### src/hdl/ec_pkg.sv
// Range encoder widths, reset constants and operation kind enum
package ec_pkg;

  // Range register and range arithmetic width
  localparam int range_width = 16;

  // Q15 inverse CDF bound width
  localparam int prob_width = 16;

  // Renormalization shift count width
  localparam int d_size = 5;

  // Low register width
  // Carries out of the top bit are dropped
  localparam int low_width = 32;

  // Booleans coded per operation at most
  localparam int max_bools = 3;

  // Range value after reset
  localparam logic [range_width-1:0] range_init = 16'd32768;

  // Kind of one accepted operation
  typedef enum logic {
    // Single CDF coded symbol
    op_cdf  = 1'b0,
    // One to three equiprobable booleans
    op_bool = 1'b1
  } ec_op_e;

endpackage
### src/hdl/ec_top.sv
// Range encoder top level joining decode, execute and result stages
`timescale 1ns/1ps

module ec_top import ec_pkg::*; (
  input  logic                   clk,
  input  logic                   rst_n,
  input  logic                   op_valid,
  input  ec_op_e                 op_kind,
  input  logic [prob_width-1:0]  cdf_fl,
  input  logic [prob_width-1:0]  cdf_fh,
  input  logic [3:0]             sym,
  input  logic [4:0]             n_syms,
  input  logic [1:0]             bool_count,
  input  logic [max_bools-1:0]   bool_bits,
  output logic                   done,
  output logic [range_width-1:0] range,
  output logic [low_width-1:0]   low,
  output logic [d_size-1:0]      shift
);

  // Decode register outputs
  logic                   dec_valid;
  logic [range_width-1:0] uu;
  logic [range_width-1:0] vv;
  logic [range_width-1:0] lut_u;
  logic [range_width-1:0] lut_v;
  logic [range_width-1:0] lut_uv;
  logic                   comp_u;
  logic                   bool_flag_1;
  logic                   bool_flag_2;
  logic                   bool_flag_3;
  logic                   bool_bit_1;
  logic                   bool_bit_2;
  logic                   bool_bit_3;

  // Execute results
  logic [range_width-1:0] new_range;
  logic [range_width-1:0] low_add_cdf;
  logic [d_size-1:0]      shift_cdf;
  logic [range_width-1:0] low_add_1;
  logic [range_width-1:0] low_add_2;
  logic [range_width-1:0] low_add_3;
  logic [d_size-1:0]      shift_1;
  logic [d_size-1:0]      shift_2;
  logic [d_size-1:0]      shift_3;

  ec_decode u_decode (
    .clk         (clk),
    .rst_n       (rst_n),
    .op_valid    (op_valid),
    .op_kind     (op_kind),
    .cdf_fl      (cdf_fl),
    .cdf_fh      (cdf_fh),
    .sym         (sym),
    .n_syms      (n_syms),
    .bool_count  (bool_count),
    .bool_bits   (bool_bits),
    .dec_valid   (dec_valid),
    .uu          (uu),
    .vv          (vv),
    .lut_u       (lut_u),
    .lut_v       (lut_v),
    .lut_uv      (lut_uv),
    .comp_u      (comp_u),
    .bool_flag_1 (bool_flag_1),
    .bool_flag_2 (bool_flag_2),
    .bool_flag_3 (bool_flag_3),
    .bool_bit_1  (bool_bit_1),
    .bool_bit_2  (bool_bit_2),
    .bool_bit_3  (bool_bit_3)
  );

  // Works on the live range so back-to-back operations chain exactly
  ec_execute u_execute (
    .range_cur   (range),
    .uu          (uu),
    .vv          (vv),
    .lut_u       (lut_u),
    .lut_v       (lut_v),
    .lut_uv      (lut_uv),
    .comp_u      (comp_u),
    .bool_flag_1 (bool_flag_1),
    .bool_flag_2 (bool_flag_2),
    .bool_flag_3 (bool_flag_3),
    .bool_bit_1  (bool_bit_1),
    .bool_bit_2  (bool_bit_2),
    .bool_bit_3  (bool_bit_3),
    .new_range   (new_range),
    .low_add_cdf (low_add_cdf),
    .shift_cdf   (shift_cdf),
    .low_add_1   (low_add_1),
    .low_add_2   (low_add_2),
    .low_add_3   (low_add_3),
    .shift_1     (shift_1),
    .shift_2     (shift_2),
    .shift_3     (shift_3)
  );

  ec_result u_result (
    .clk         (clk),
    .rst_n       (rst_n),
    .dec_valid   (dec_valid),
    .new_range   (new_range),
    .low_add_cdf (low_add_cdf),
    .shift_cdf   (shift_cdf),
    .low_add_1   (low_add_1),
    .low_add_2   (low_add_2),
    .low_add_3   (low_add_3),
    .shift_1     (shift_1),
    .shift_2     (shift_2),
    .shift_3     (shift_3),
    .bool_flag_1 (bool_flag_1),
    .bool_flag_2 (bool_flag_2),
    .bool_flag_3 (bool_flag_3),
    .done        (done),
    .range       (range),
    .low         (low),
    .shift       (shift)
  );

endmodule

### src/hdl/ec_result.sv
// Result stage with range and low state, low increment and shift, done strobe
`timescale 1ns/1ps

module ec_result import ec_pkg::*; (
  input  logic                   clk,
  input  logic                   rst_n,
  input  logic                   dec_valid,
  input  logic [range_width-1:0] new_range,
  input  logic [range_width-1:0] low_add_cdf,
  input  logic [d_size-1:0]      shift_cdf,
  input  logic [range_width-1:0] low_add_1,
  input  logic [range_width-1:0] low_add_2,
  input  logic [range_width-1:0] low_add_3,
  input  logic [d_size-1:0]      shift_1,
  input  logic [d_size-1:0]      shift_2,
  input  logic [d_size-1:0]      shift_3,
  input  logic                   bool_flag_1,
  input  logic                   bool_flag_2,
  input  logic                   bool_flag_3,
  output logic                   done,
  output logic [range_width-1:0] range,
  output logic [low_width-1:0]   low,
  output logic [d_size-1:0]      shift
);

  logic [low_width-1:0] low_next;
  logic [d_size-1:0]    shift_next;

  // Add the gain then renormalize, wraps modulo 2^32
  function automatic logic [low_width-1:0] low_step(
    input logic [low_width-1:0]   low_in,
    input logic [range_width-1:0] add,
    input logic [d_size-1:0]      d
  );
    low_step = (low_in + low_width'(add)) << d;
  endfunction

  // Coding order matters since each shift scales the earlier gains
  always_comb begin
    low_next   = low;
    shift_next = '0;
    if (bool_flag_1) begin
      low_next   = low_step(low_next, low_add_1, shift_1);
      shift_next = shift_1;
      if (bool_flag_2) begin
        low_next   = low_step(low_next, low_add_2, shift_2);
        shift_next = shift_next + shift_2;
      end
      if (bool_flag_3) begin
        low_next   = low_step(low_next, low_add_3, shift_3);
        shift_next = shift_next + shift_3;
      end
    end else begin
      // Single CDF symbol
      low_next   = low_step(low, low_add_cdf, shift_cdf);
      shift_next = shift_cdf;
    end
  end

  // State only moves on a decoded operation
  always_ff @(posedge clk) begin
    if (!rst_n) begin
      done  <= 1'b0;
      range <= range_init;
      low   <= '0;
      shift <= '0;
    end else begin
      done <= dec_valid;
      if (dec_valid) begin
        range <= new_range;
        low   <= low_next;
        shift <= shift_next;
      end
    end
  end

endmodule

### src/hdl/ec_execute.sv
// Execute stage with CDF split, leading-zero renormalization and chained boolean steps
`timescale 1ns/1ps

module ec_execute import ec_pkg::*; (
  input  logic [range_width-1:0] range_cur,
  input  logic [range_width-1:0] uu,
  input  logic [range_width-1:0] vv,
  input  logic [range_width-1:0] lut_u,
  input  logic [range_width-1:0] lut_v,
  input  logic [range_width-1:0] lut_uv,
  input  logic                   comp_u,
  input  logic                   bool_flag_1,
  input  logic                   bool_flag_2,
  input  logic                   bool_flag_3,
  input  logic                   bool_bit_1,
  input  logic                   bool_bit_2,
  input  logic                   bool_bit_3,
  output logic [range_width-1:0] new_range,
  output logic [range_width-1:0] low_add_cdf,
  output logic [d_size-1:0]      shift_cdf,
  output logic [range_width-1:0] low_add_1,
  output logic [range_width-1:0] low_add_2,
  output logic [range_width-1:0] low_add_3,
  output logic [d_size-1:0]      shift_1,
  output logic [d_size-1:0]      shift_2,
  output logic [d_size-1:0]      shift_3
);

  logic [range_width-1:0]   rr;
  logic [2*range_width-1:0] prod_u;
  logic [2*range_width-1:0] prod_v;
  logic [range_width-1:0]   tu;
  logic [range_width-1:0]   tv;
  logic [range_width-1:0]   u;
  logic [range_width-1:0]   raw_u;
  logic [range_width-1:0]   raw_v;
  logic [range_width-1:0]   raw_cdf;
  logic [d_size-1:0]        d_cdf;
  logic [range_width-1:0]   range_cdf;
  logic [range_width-1:0]   range_b1;
  logic [range_width-1:0]   range_b2;
  logic [range_width-1:0]   range_b3;

  // Top byte of the range drives both products
  assign rr = range_cur >> 8;

  // Products stay below 2^17
  assign prod_u = rr * uu;
  assign prod_v = rr * vv;
  assign tu     = prod_u[range_width:1];
  assign tv     = prod_v[range_width:1];

  // Full u is only needed for the low gain
  assign u = tu + lut_u;

  // u - v with the lookup difference added once
  assign raw_u = (tu - tv) + lut_uv;
  // r - v with v = tv + lut_v
  assign raw_v = (range_cur - lut_v) - tv;

  // Symbol 0 keeps the top of the interval
  assign raw_cdf     = comp_u ? raw_u : raw_v;
  assign low_add_cdf = comp_u ? (range_cur - u) : '0;

  // CDF renormalization by leading-zero count
  leading_zero u_lzc (
    .in_range (raw_cdf),
    .lzc_out  (d_cdf)
  );

  assign range_cdf = raw_cdf << d_cdf;
  assign shift_cdf = d_cdf;

  // Boolean chain, each step starts from the previous range
  ec_bool_step u_bool_1 (
    .in_range  (range_cur),
    .in_bit    (bool_bit_1),
    .out_range (range_b1),
    .low_add   (low_add_1),
    .out_d     (shift_1)
  );

  ec_bool_step u_bool_2 (
    .in_range  (range_b1),
    .in_bit    (bool_bit_2),
    .out_range (range_b2),
    .low_add   (low_add_2),
    .out_d     (shift_2)
  );

  ec_bool_step u_bool_3 (
    .in_range  (range_b2),
    .in_bit    (bool_bit_3),
    .out_range (range_b3),
    .low_add   (low_add_3),
    .out_d     (shift_3)
  );

  // Last enabled boolean step wins
  // CDF path when no boolean is enabled
  assign new_range = bool_flag_3 ? range_b3 :
                     bool_flag_2 ? range_b2 :
                     bool_flag_1 ? range_b1 :
                     range_cdf;

endmodule

### src/hdl/ec_decode.sv
// Decode stage registering one operation with scaled CDF factors, lookup terms and flags
`timescale 1ns/1ps

module ec_decode import ec_pkg::*; (
  input  logic                   clk,
  input  logic                   rst_n,
  input  logic                   op_valid,
  input  ec_op_e                 op_kind,
  input  logic [prob_width-1:0]  cdf_fl,
  input  logic [prob_width-1:0]  cdf_fh,
  input  logic [3:0]             sym,
  input  logic [4:0]             n_syms,
  input  logic [1:0]             bool_count,
  input  logic [max_bools-1:0]   bool_bits,
  output logic                   dec_valid,
  output logic [range_width-1:0] uu,
  output logic [range_width-1:0] vv,
  output logic [range_width-1:0] lut_u,
  output logic [range_width-1:0] lut_v,
  output logic [range_width-1:0] lut_uv,
  output logic                   comp_u,
  output logic                   bool_flag_1,
  output logic                   bool_flag_2,
  output logic                   bool_flag_3,
  output logic                   bool_bit_1,
  output logic                   bool_bit_2,
  output logic                   bool_bit_3
);

  logic [range_width-1:0] lut_u_d;
  logic [range_width-1:0] lut_v_d;
  logic                   is_bool;

  // Alphabet terms, 4 * (N - s) and 4 * (N - 1 - s)
  assign lut_u_d = (range_width'(n_syms) - range_width'(sym)) << 2;
  assign lut_v_d = (range_width'(n_syms) - range_width'(sym) - 16'd1) << 2;
  assign is_bool = (op_kind == op_bool);

  // Only the strobe carries reset
  always_ff @(posedge clk) begin
    if (!rst_n) begin
      dec_valid <= 1'b0;
    end else begin
      dec_valid <= op_valid;
    end
  end

  // Operation fields loaded once per strobe
  always_ff @(posedge clk) begin
    if (op_valid) begin
      // Q15 bounds scaled down to 10 bits
      uu          <= range_width'(cdf_fl >> 6);
      vv          <= range_width'(cdf_fh >> 6);
      lut_u       <= lut_u_d;
      lut_v       <= lut_v_d;
      // Lookup difference folded into u - v
      lut_uv      <= lut_u_d - lut_v_d;
      // Symbol 0 leaves low alone
      comp_u      <= (sym != 4'd0);
      // Boolean enables by count, all clear for CDF
      bool_flag_1 <= is_bool && (bool_count >= 2'd1);
      bool_flag_2 <= is_bool && (bool_count >= 2'd2);
      bool_flag_3 <= is_bool && (bool_count == 2'd3);
      bool_bit_1  <= bool_bits[0];
      bool_bit_2  <= bool_bits[1];
      bool_bit_3  <= bool_bits[2];
    end
  end

endmodule

### src/hdl/ec_bool_step.sv
// One equiprobable boolean split with two-way renormalization mux
`timescale 1ns/1ps

module ec_bool_step import ec_pkg::*; (
  input  logic [range_width-1:0] in_range,
  input  logic                   in_bit,
  output logic [range_width-1:0] out_range,
  output logic [range_width-1:0] low_add,
  output logic [d_size-1:0]      out_d
);

  logic [range_width-1:0] v;
  logic [range_width-1:0] rest;
  logic [range_width-1:0] raw;

  // Half probability split
  // Q15 16384 >> 6 = 256 turns the product into a shift by 7
  assign v    = ((in_range >> 8) << 7) + 16'd4;
  assign rest = in_range - v;

  // Bit 1 takes the lower part and low skips the upper part
  assign raw     = in_bit ? v : rest;
  assign low_add = in_bit ? rest : '0;

  // Raw range never drops below 16380
  // Top two bits decide a shift of 0, 1 or 2
  assign out_d = raw[range_width-1] ? d_size'(0) :
                 raw[range_width-2] ? d_size'(1) :
                 d_size'(2);

  assign out_range = raw << out_d;

endmodule

### src/hdl/leading_zero.sv
// Leading-zero counter for the 16-bit CDF raw range
`timescale 1ns/1ps

module leading_zero import ec_pkg::*; (
  input  logic [range_width-1:0] in_range,
  output logic [d_size-1:0]      lzc_out
);

  // Priority encoder scanning upward
  // The highest set bit wins since it is assigned last
  always_comb begin
    // All zero input gives full width
    lzc_out = d_size'(range_width);
    for (int i = 0; i < range_width; i++) begin
      if (in_range[i]) begin
        lzc_out = d_size'(range_width - 1 - i);
      end
    end
  end

  // A renormalized range keeps bit 15 set
  // so the count lands in 0 to 15 for legal symbols

endmodule

### config.mk
export PLATFORM = sky130hd
export DESIGN_NAME = ec_top
export DESIGN_NICKNAME = d
export VERILOG_FILES = /design/src/hdl/ec_pkg.sv /design/src/hdl/ec_top.sv /design/src/hdl/ec_result.sv /design/src/hdl/ec_execute.sv /design/src/hdl/ec_decode.sv /design/src/hdl/ec_bool_step.sv /design/src/hdl/leading_zero.sv
export SDC_FILE = /design/constraint.sdc
export NUM_CORES = 1
export LEC_CHECK = 0
export ABC_AREA = 1
export BUFFER_PORTS_ARGS = -buffer_cell sky130_fd_sc_hd__buf_2
export CAP_MARGIN = 15
export CORE_MARGIN = 1.5
export CORE_UTILIZATION = 36
export CTS_CLUSTER_SIZE = 10
export DETAILED_ROUTE_END_ITERATION = 6
export PLACE_DENSITY_LB_ADDON = 0.25
export SETUP_SLACK_MARGIN = 0.5
export SYNTH_ARGS = -nofsm -noshare
export SYNTH_HDL_FRONTEND = slang
export SYNTH_SLANG_ARGS = --single-unit
export TNS_END_PERCENT = 20
### constraint.sdc
create_clock -name clk -period 7.6 [get_ports clk]
set_input_delay 1.52 -clock clk [delete_from_list [all_inputs] [get_ports clk]]
set_output_delay 1.52 -clock clk [all_outputs]
set_load 0.03 [all_outputs]
* Word-level counts from Yosys, hierarchy flattened
Index checks and enable logic that the tools add are counted.
** Cells by class
- Bitwise logic cells :: 0
- $lt $le $gt $ge :: 2
- $mul :: 2
- Reduce and logical (&&, ||, !) cells :: 4
- Add/subtract/negate cells :: 21
- Shift operators :: 8
- Equality and inequality tests :: 1
- Multiplexer cells :: 41
- Div/mod/pow operators :: 0
** Operator list (number)
- two-way mux 16 bit :: 11
- adder 32 x 16 -> 32 bit :: 4
- two-way mux 32 bit :: 4
- << shifter 32 x 5 -> 32 bit :: 4
- subtractor 16 bit :: 8
- two-way mux 5 bit :: 23
- << shifter 16 x 5 -> 16 bit :: 4
- adder 15 x 3 -> 16 bit (second input constant) :: 3
- multiplier 8 x 10 -> 17 bit :: 2
- adder 16 bit :: 2
- subtractor 14 x 1 -> 14 bit (second input constant) :: 1
- adder 5 bit :: 2
- two-way mux 2 bit :: 3
- subtractor 5 x 4 -> 6 bit :: 1
- nonzero test 4 bit :: 1
- logical AND 1 bit :: 3
- equality test 2 bit (second input constant) :: 1
- greater-or-equal comparator 2 x 1 -> 1 bit (second input constant) :: 1
- greater-or-equal comparator 2 bit (second input constant) :: 1
** Word-level totals
- Latch bits :: 0
- Output and inout port bits :: 54
- Logic and storage cells :: 96
- Bits in registers :: 126
- Memories :: 0
- Bits of input ports :: 50
- RAM bits :: 0
- ROM bits :: 0

* Longest topological paths before layout
- Depth in word-level cells :: 24
- Mapped depth :: 68

* By module
A second synthesis with hierarchy kept.
** Unflattened totals
- Cells, all modules :: 5653
- Area, all modules :: 32708.9 um^2
** Modules (own cells, without submodules)
- ec_result :: area an instance 14913.1 um^2, instances 1, seq. area each 1081.0 um^2, cells an instance 2848
- ec_execute :: area an instance 11441.0 um^2, instances 1, seq. area each 0.0 um^2, cells an instance 1783
- ec_bool_step (u_execute.u_bool_1 ...) :: area an instance 1256.2 um^2, instances 2, seq. area each 0.0 um^2, cells an instance 254
- ec_decode :: area an instance 2348.5 um^2, instances 1, seq. area each 1401.3 um^2, cells an instance 210
- ec_bool_step (u_execute.u_bool_3) :: area an instance 1292.5 um^2, instances 1, seq. area each 0.0 um^2, cells an instance 257
- leading_zero :: area an instance 201.4 um^2, instances 1, seq. area each 0.0 um^2, cells an instance 47

* Least setup slack after synthesis
OpenSTA, ideal clock, no wires.
- Path type :: flip-flop to flip-flop
- Start point :: register u_result.range[15]
- End point :: register u_result.low[31]
- Slack :: -1005 ps
- Buffers on the path :: 2
- Period minus slack after synthesis :: 8605 ps
- Arrival time :: 8496 ps
- Cell stages (with the launch flop) :: 48
- Cell sequence :: dfxtp_1 clkbuf_1 clkbuf_1 nand2_1 fa_1 inv_1 fa_1 inv_1 fa_1 fa_1 inv_1 ha_1 a21oi_1 o21bai_1 a21o_1 a21oi_1 inv_1 a21oi_1 (+12 left out) nor2_1 ha_1 inv_1 o21ai_0 nand2_1 nor2_1 nand3_1 xnor2_1 or2_2 o211ai_1 o211ai_1 nand3_1 nand3_1 nor2_1 nand2_1 nand3b_1 nand2_1 inv_1
** Between the ends
- Word-level cells in the longest chain between the ends :: 20
** Ends and longest elaborated chain
- start, declared :: RTL line ec_result.sv:21 : output logic [range_width-1:0] range,
- start signal, assigned :: RTL line ec_result.sv:64 : range <= range_init;
- start signal, assigned :: RTL line ec_result.sv:70 : range <= new_range;
- parallel branches: the longest is 19 deep, another holds adder 15 x 3 -> 16 bit
- two-way mux 32 bit * :: RTL line ec_result.sv:42 : if (bool_flag_1) begin
- end signal, assigned :: RTL line ec_result.sv:71 : low <= low_next;
- end, declared :: RTL line ec_result.sv:22 : output logic [low_width-1:0] low,
Every way passes the cells marked *. The select of a mux whose other input is x is not followed.
A chain may end at the register's enable or synchronous reset.

* Worst setup path after layout
- Start point :: register u_decode.uu[3]
- End point :: register u_result.low[31]
** Between the ends
- Word-level cells in the longest chain between the ends :: 20
** Ends and longest elaborated chain
- start, declared :: RTL line ec_decode.sv:16 : output logic [range_width-1:0] uu,
- start signal, assigned :: RTL line ec_decode.sv:52 : uu <= range_width'(cdf_fl >> 6);
- multiplier 8 x 10 -> 17 bit * :: RTL line ec_execute.sv:48 : assign prod_u = rr * uu;
- subtractor 16 bit :: RTL line ec_execute.sv:57 : assign raw_u = (tu - tv) + lut_uv;
- adder 16 bit :: RTL line ec_execute.sv:57
- two-way mux 16 bit :: RTL line ec_execute.sv:62 : assign raw_cdf = comp_u ? raw_u : raw_v;
- two-way mux 5 bit (14 in a row) :: RTL line leading_zero.sv:15 : if (in_range[i]) begin
- << shifter 32 x 5 -> 32 bit * :: RTL line ec_result.sv:35 : low_step = (low_in + low_width'(add)) << d;
- two-way mux 32 bit * :: RTL line ec_result.sv:42
Mark *: on every way between the ends. The rest lies on a longest branch, timed or not.

==> out/results.md <==
| Item | Reported |
|---|---|
| Run status | finished, violations left |
| Violations in the final reports | negative setup slack |
| Largest cells by area after synthesis | nand2_1 17%, ha_1 11%, fa_1 11% |
| Gate Count Post-Synth | 4121 |
| Unrepaired setup endpoints after global routing | true |
| Worst-Margin Slew | 1.03 ns |
| Cell type with the largest total area after synthesis | nand2_1 |
| Placeable core region | 70300 um2 |
| Hold Violations, Final | 0 |
| Die H | 270 um |
| Avg Inst Size Synth | 6.23 um2 |
| WL per Instance | 16.3 um |
| Avg Vias per Cell | 4.97 |
| Antenna-violating nets left | 0 |
| Worst-path clk slew | 0.06 ns |
| Final cell count without fillers | 5834 |
| Portion of synthesized cell area occupied by the leading cell type | 0.174 |
| Via count | 29000 |
| I/O pins | 104 |
| Skew final | 0.0120 ns |
| Net total in the final layout | 5306 |
| Global-route wire length before repair | 147000 um |
| Shortest clock period the worst path allows after layout | 8.32 ns |
| Worst-Skew Late Latency | 0.48 ns |
| Core occupancy in the finished layout | 0.497 |
| Final worst-path setup slack | -0.720 ns |
| Sequential-to-total area share from yosys stat | 0.112 |
| Number of enable flip-flop cells after synthesis | 59 |
| Slowest CP cell | fa_1 |
| Synthesis-to-layout area growth | 36.1% |
| Reg-to-reg setup timing slack | -0.72 ns |
| Initial DRC Count | 2050 |
| GRT overflow | 0 |
| Vias in the first global route | 27500 |
| HPWL Detailed | 77800 um |
| Number of library cell types mapped by synthesis | 66 |
| Most used DFF post-synth | edfxtp_1 |
| Count of final setup violators | 47 |
| Count of clock tree sinks | 114 |
| Total placed cells including tap cells | 5748 |
| Die area | 72900 um2 |
| Die width | 270 um |
| Root cell of the clock tree | clkbuf_16 |
| Filler instances | 7165 |
| Setup CP Type | flip-flop to flip-flop |
| Total number of yosys warnings | 0 |
| Starting utilization of the core area | 0.365 |
| Post-synth design cell area | 25700 um2 |
| Number of stages on the worst hold path | 2 |
| Net count of the mapped netlist | 4545 |
| Kind of start point of the critical path | flip-flop |
| Worst slack at placement | -1.04 ns |
| Num rows | 97 |
| Total length of routed wires | 95000 um |
| Maximum count of clock buffers along a single path | 2 |
| Cts hold-fix bufs | 0 |
| Fraction of layout cells with a size suffix above 1 | 0.269 |
| Count of buffers inserted at the top-level ports | 91 |
| Cell count of the worst reg-to-reg path | 48 |
| Maximum fanout count along the critical path | 5 |
| Setup crit end kind | flip-flop |
| Overall global routing resource usage | 0.255 |
| Final Max Tran Viols | 0 |
| Worst max-slew margin expressed relative to the limit | 0.313 |
| Max Fclk | 0.120 GHz |
| Data required time of the worst path | 7.98 ns |
| Fin crit share | 1.09 |
| Maximum level of the CTS H-tree | 4 |
| Asr flop ratio synth | 0 |
| Max-cap violation count | 0 |
| Number of iterations in the first detailed-routing pass | 6 |
| Arrival time at the worst endpoint | 8.70 ns |
| Largest net degree at the start of global routing | 81 |
| Count of antenna diodes in the layout | 0 |
| Number of antenna violations at the first check in global routing | 0 |
| CTS tree | done |
| Synthesis-stage register bit count | 114 |
| Min-Delay Path Class | flip-flop to flip-flop |
| Maximum cell stage delay along the critical path | 0.58 ns |
| Drc violations | 0 |
| Total clock buffers created by CTS | 17 |
| Placer Congestion | 0.987 |
-- cell families after synthesis --
group                    Yosys count  synth area share
AND/OR/NAND/NOR                 1850             0.307
buffers and inverters            866             0.134
AO/OA/AOI/OAI                    707             0.152
adder cells (fa/ha/maj)          374             0.224
XOR/XNOR                         202            0.0690
flip-flops                       114             0.112
multiplexers                       7           0.00273
other                              1          0.000146
-- sequential cells by signal, indices dropped and copies added, names as in the netlist, 5 cells and up --
register and cells:
u_decode.lut_u 6, u_result.range 16, u_decode.vv 10, u_decode.lut_uv 13, u_decode.uu 10, u_decode.lut_v 13
u_result.low 32, u_result.shift 5
-- cell type report --
class / instances / area (um2) / area share
clock buffers: 18 / 429 / 0.0123
well taps: 940 / 1180 / 0.0337
flip-flops and latches: 114 / 2900 / 0.0831
repair buffers: 917 / 6940 / 0.199
multi-input cells: 3141 / 20700 / 0.594
inverters: 691 / 2620 / 0.0749
clock inverters: 13 / 114 / 0.00326
-- metrics by stage --
step	cell area, um2	setup TNS [ns]	hold WS (ns)
2_1_floorplan	25800	-1.17	0.540
3_3_place_gp	32500	-32.02	0.467
3_5_place_dp	32500	-36.39	0.472
4_1_cts	34200	-13.21	0.481
5_1_grt	34900	-40.60	0.497
6_report	34900	-16.09	0.485
-- Yosys cell counts, drive strengths merged (24+ instances only) --
| cell | n |
|---|---|
| nand4 | 60 |
| a21oi | 246 |
| nand2 | 1209 |
| ha | 232 |
| clkbuf | 110 |
| a31oi | 24 |
| dfxtp | 55 |
| xnor2 | 39 |
| xor2 | 163 |
| o211ai | 39 |
| inv | 687 |
| nor3 | 26 |
| o21ai | 321 |
| edfxtp | 59 |
| nor2 | 257 |
| buf | 65 |
| fa | 142 |
| nand3 | 260 |
-- path summary, 6_finish.rpt --
path / to / start
min reg2reg: u_result.shift[0]$_SDFFE_PN0P_ / u_result.shift[0]$_SDFFE_PN0P_
min: u_result.shift[0]$_SDFFE_PN0P_ / u_result.shift[0]$_SDFFE_PN0P_
max reg2reg: u_result.low[31]$_SDFFE_PN0P_ / u_decode.uu[3]$_DFFE_PP_
max: u_result.low[31]$_SDFFE_PN0P_ / u_decode.uu[3]$_DFFE_PP_
-- worst max-delay path, delay by kind of cell (launching register included) --
| family | cells | cell delay [ns] |
|---|---|---|
| fa+ha+maj | 8 | 3.46 |
| simple gates | 15 | 1.54 |
| compound gates | 11 | 1.22 |
| buf+inv | 10 | 0.79 |
| xor+xnor | 4 | 0.72 |
| flops | 1 | 0.47 |
-- timing repair --
action / 4_1_cts / 5_1_grt
buffers inserted: 39 / 15
setup endpoints to repair: 53 / 53
gates resized for setup: 285 / 128
endpoints found under the hold margin: 0 / 0
pin swaps: 111 / 77
gates cloned: 1 / 0
-- layer usage --
metal	routed length (um)	global-route usage	part of all wire	up-vias
li1	-	-	-	14700
met1	41700	0.325	0.44	13300
met2	44700	0.434	0.47	794
met3	4430	0.0270	0.047	170
met4	4180	0.112	0.044	0
met5	0	0	0	-
-- placed cells by master, fill, tap and decap left out, drive strengths merged, types with 3 or more instances in the layout --
cell type,instances
a21boi,4
nand4,60
o22ai,19
o211ai,39
clkinvlp,3
nor4,7
a32oi,3
buf,917
a31oi,24
a211oi,4
nor2,257
xor2,163
xnor2,39
o221ai,13
o21ai,321
a21oi,246
edfxtp,59
a21o,6
nand3,260
clkbuf,18
dfxtp,55
nand3b,5
o21a,3
o21bai,13
inv,688
fa,142
and2,4
clkinv,12
mux2i,7
nand2,1209
or2,19
ha,232
nor3,26
Power is left out: the tool's default activity adds up to more than one toggle a clock period on the data nets, which glitch-free logic cannot reach.
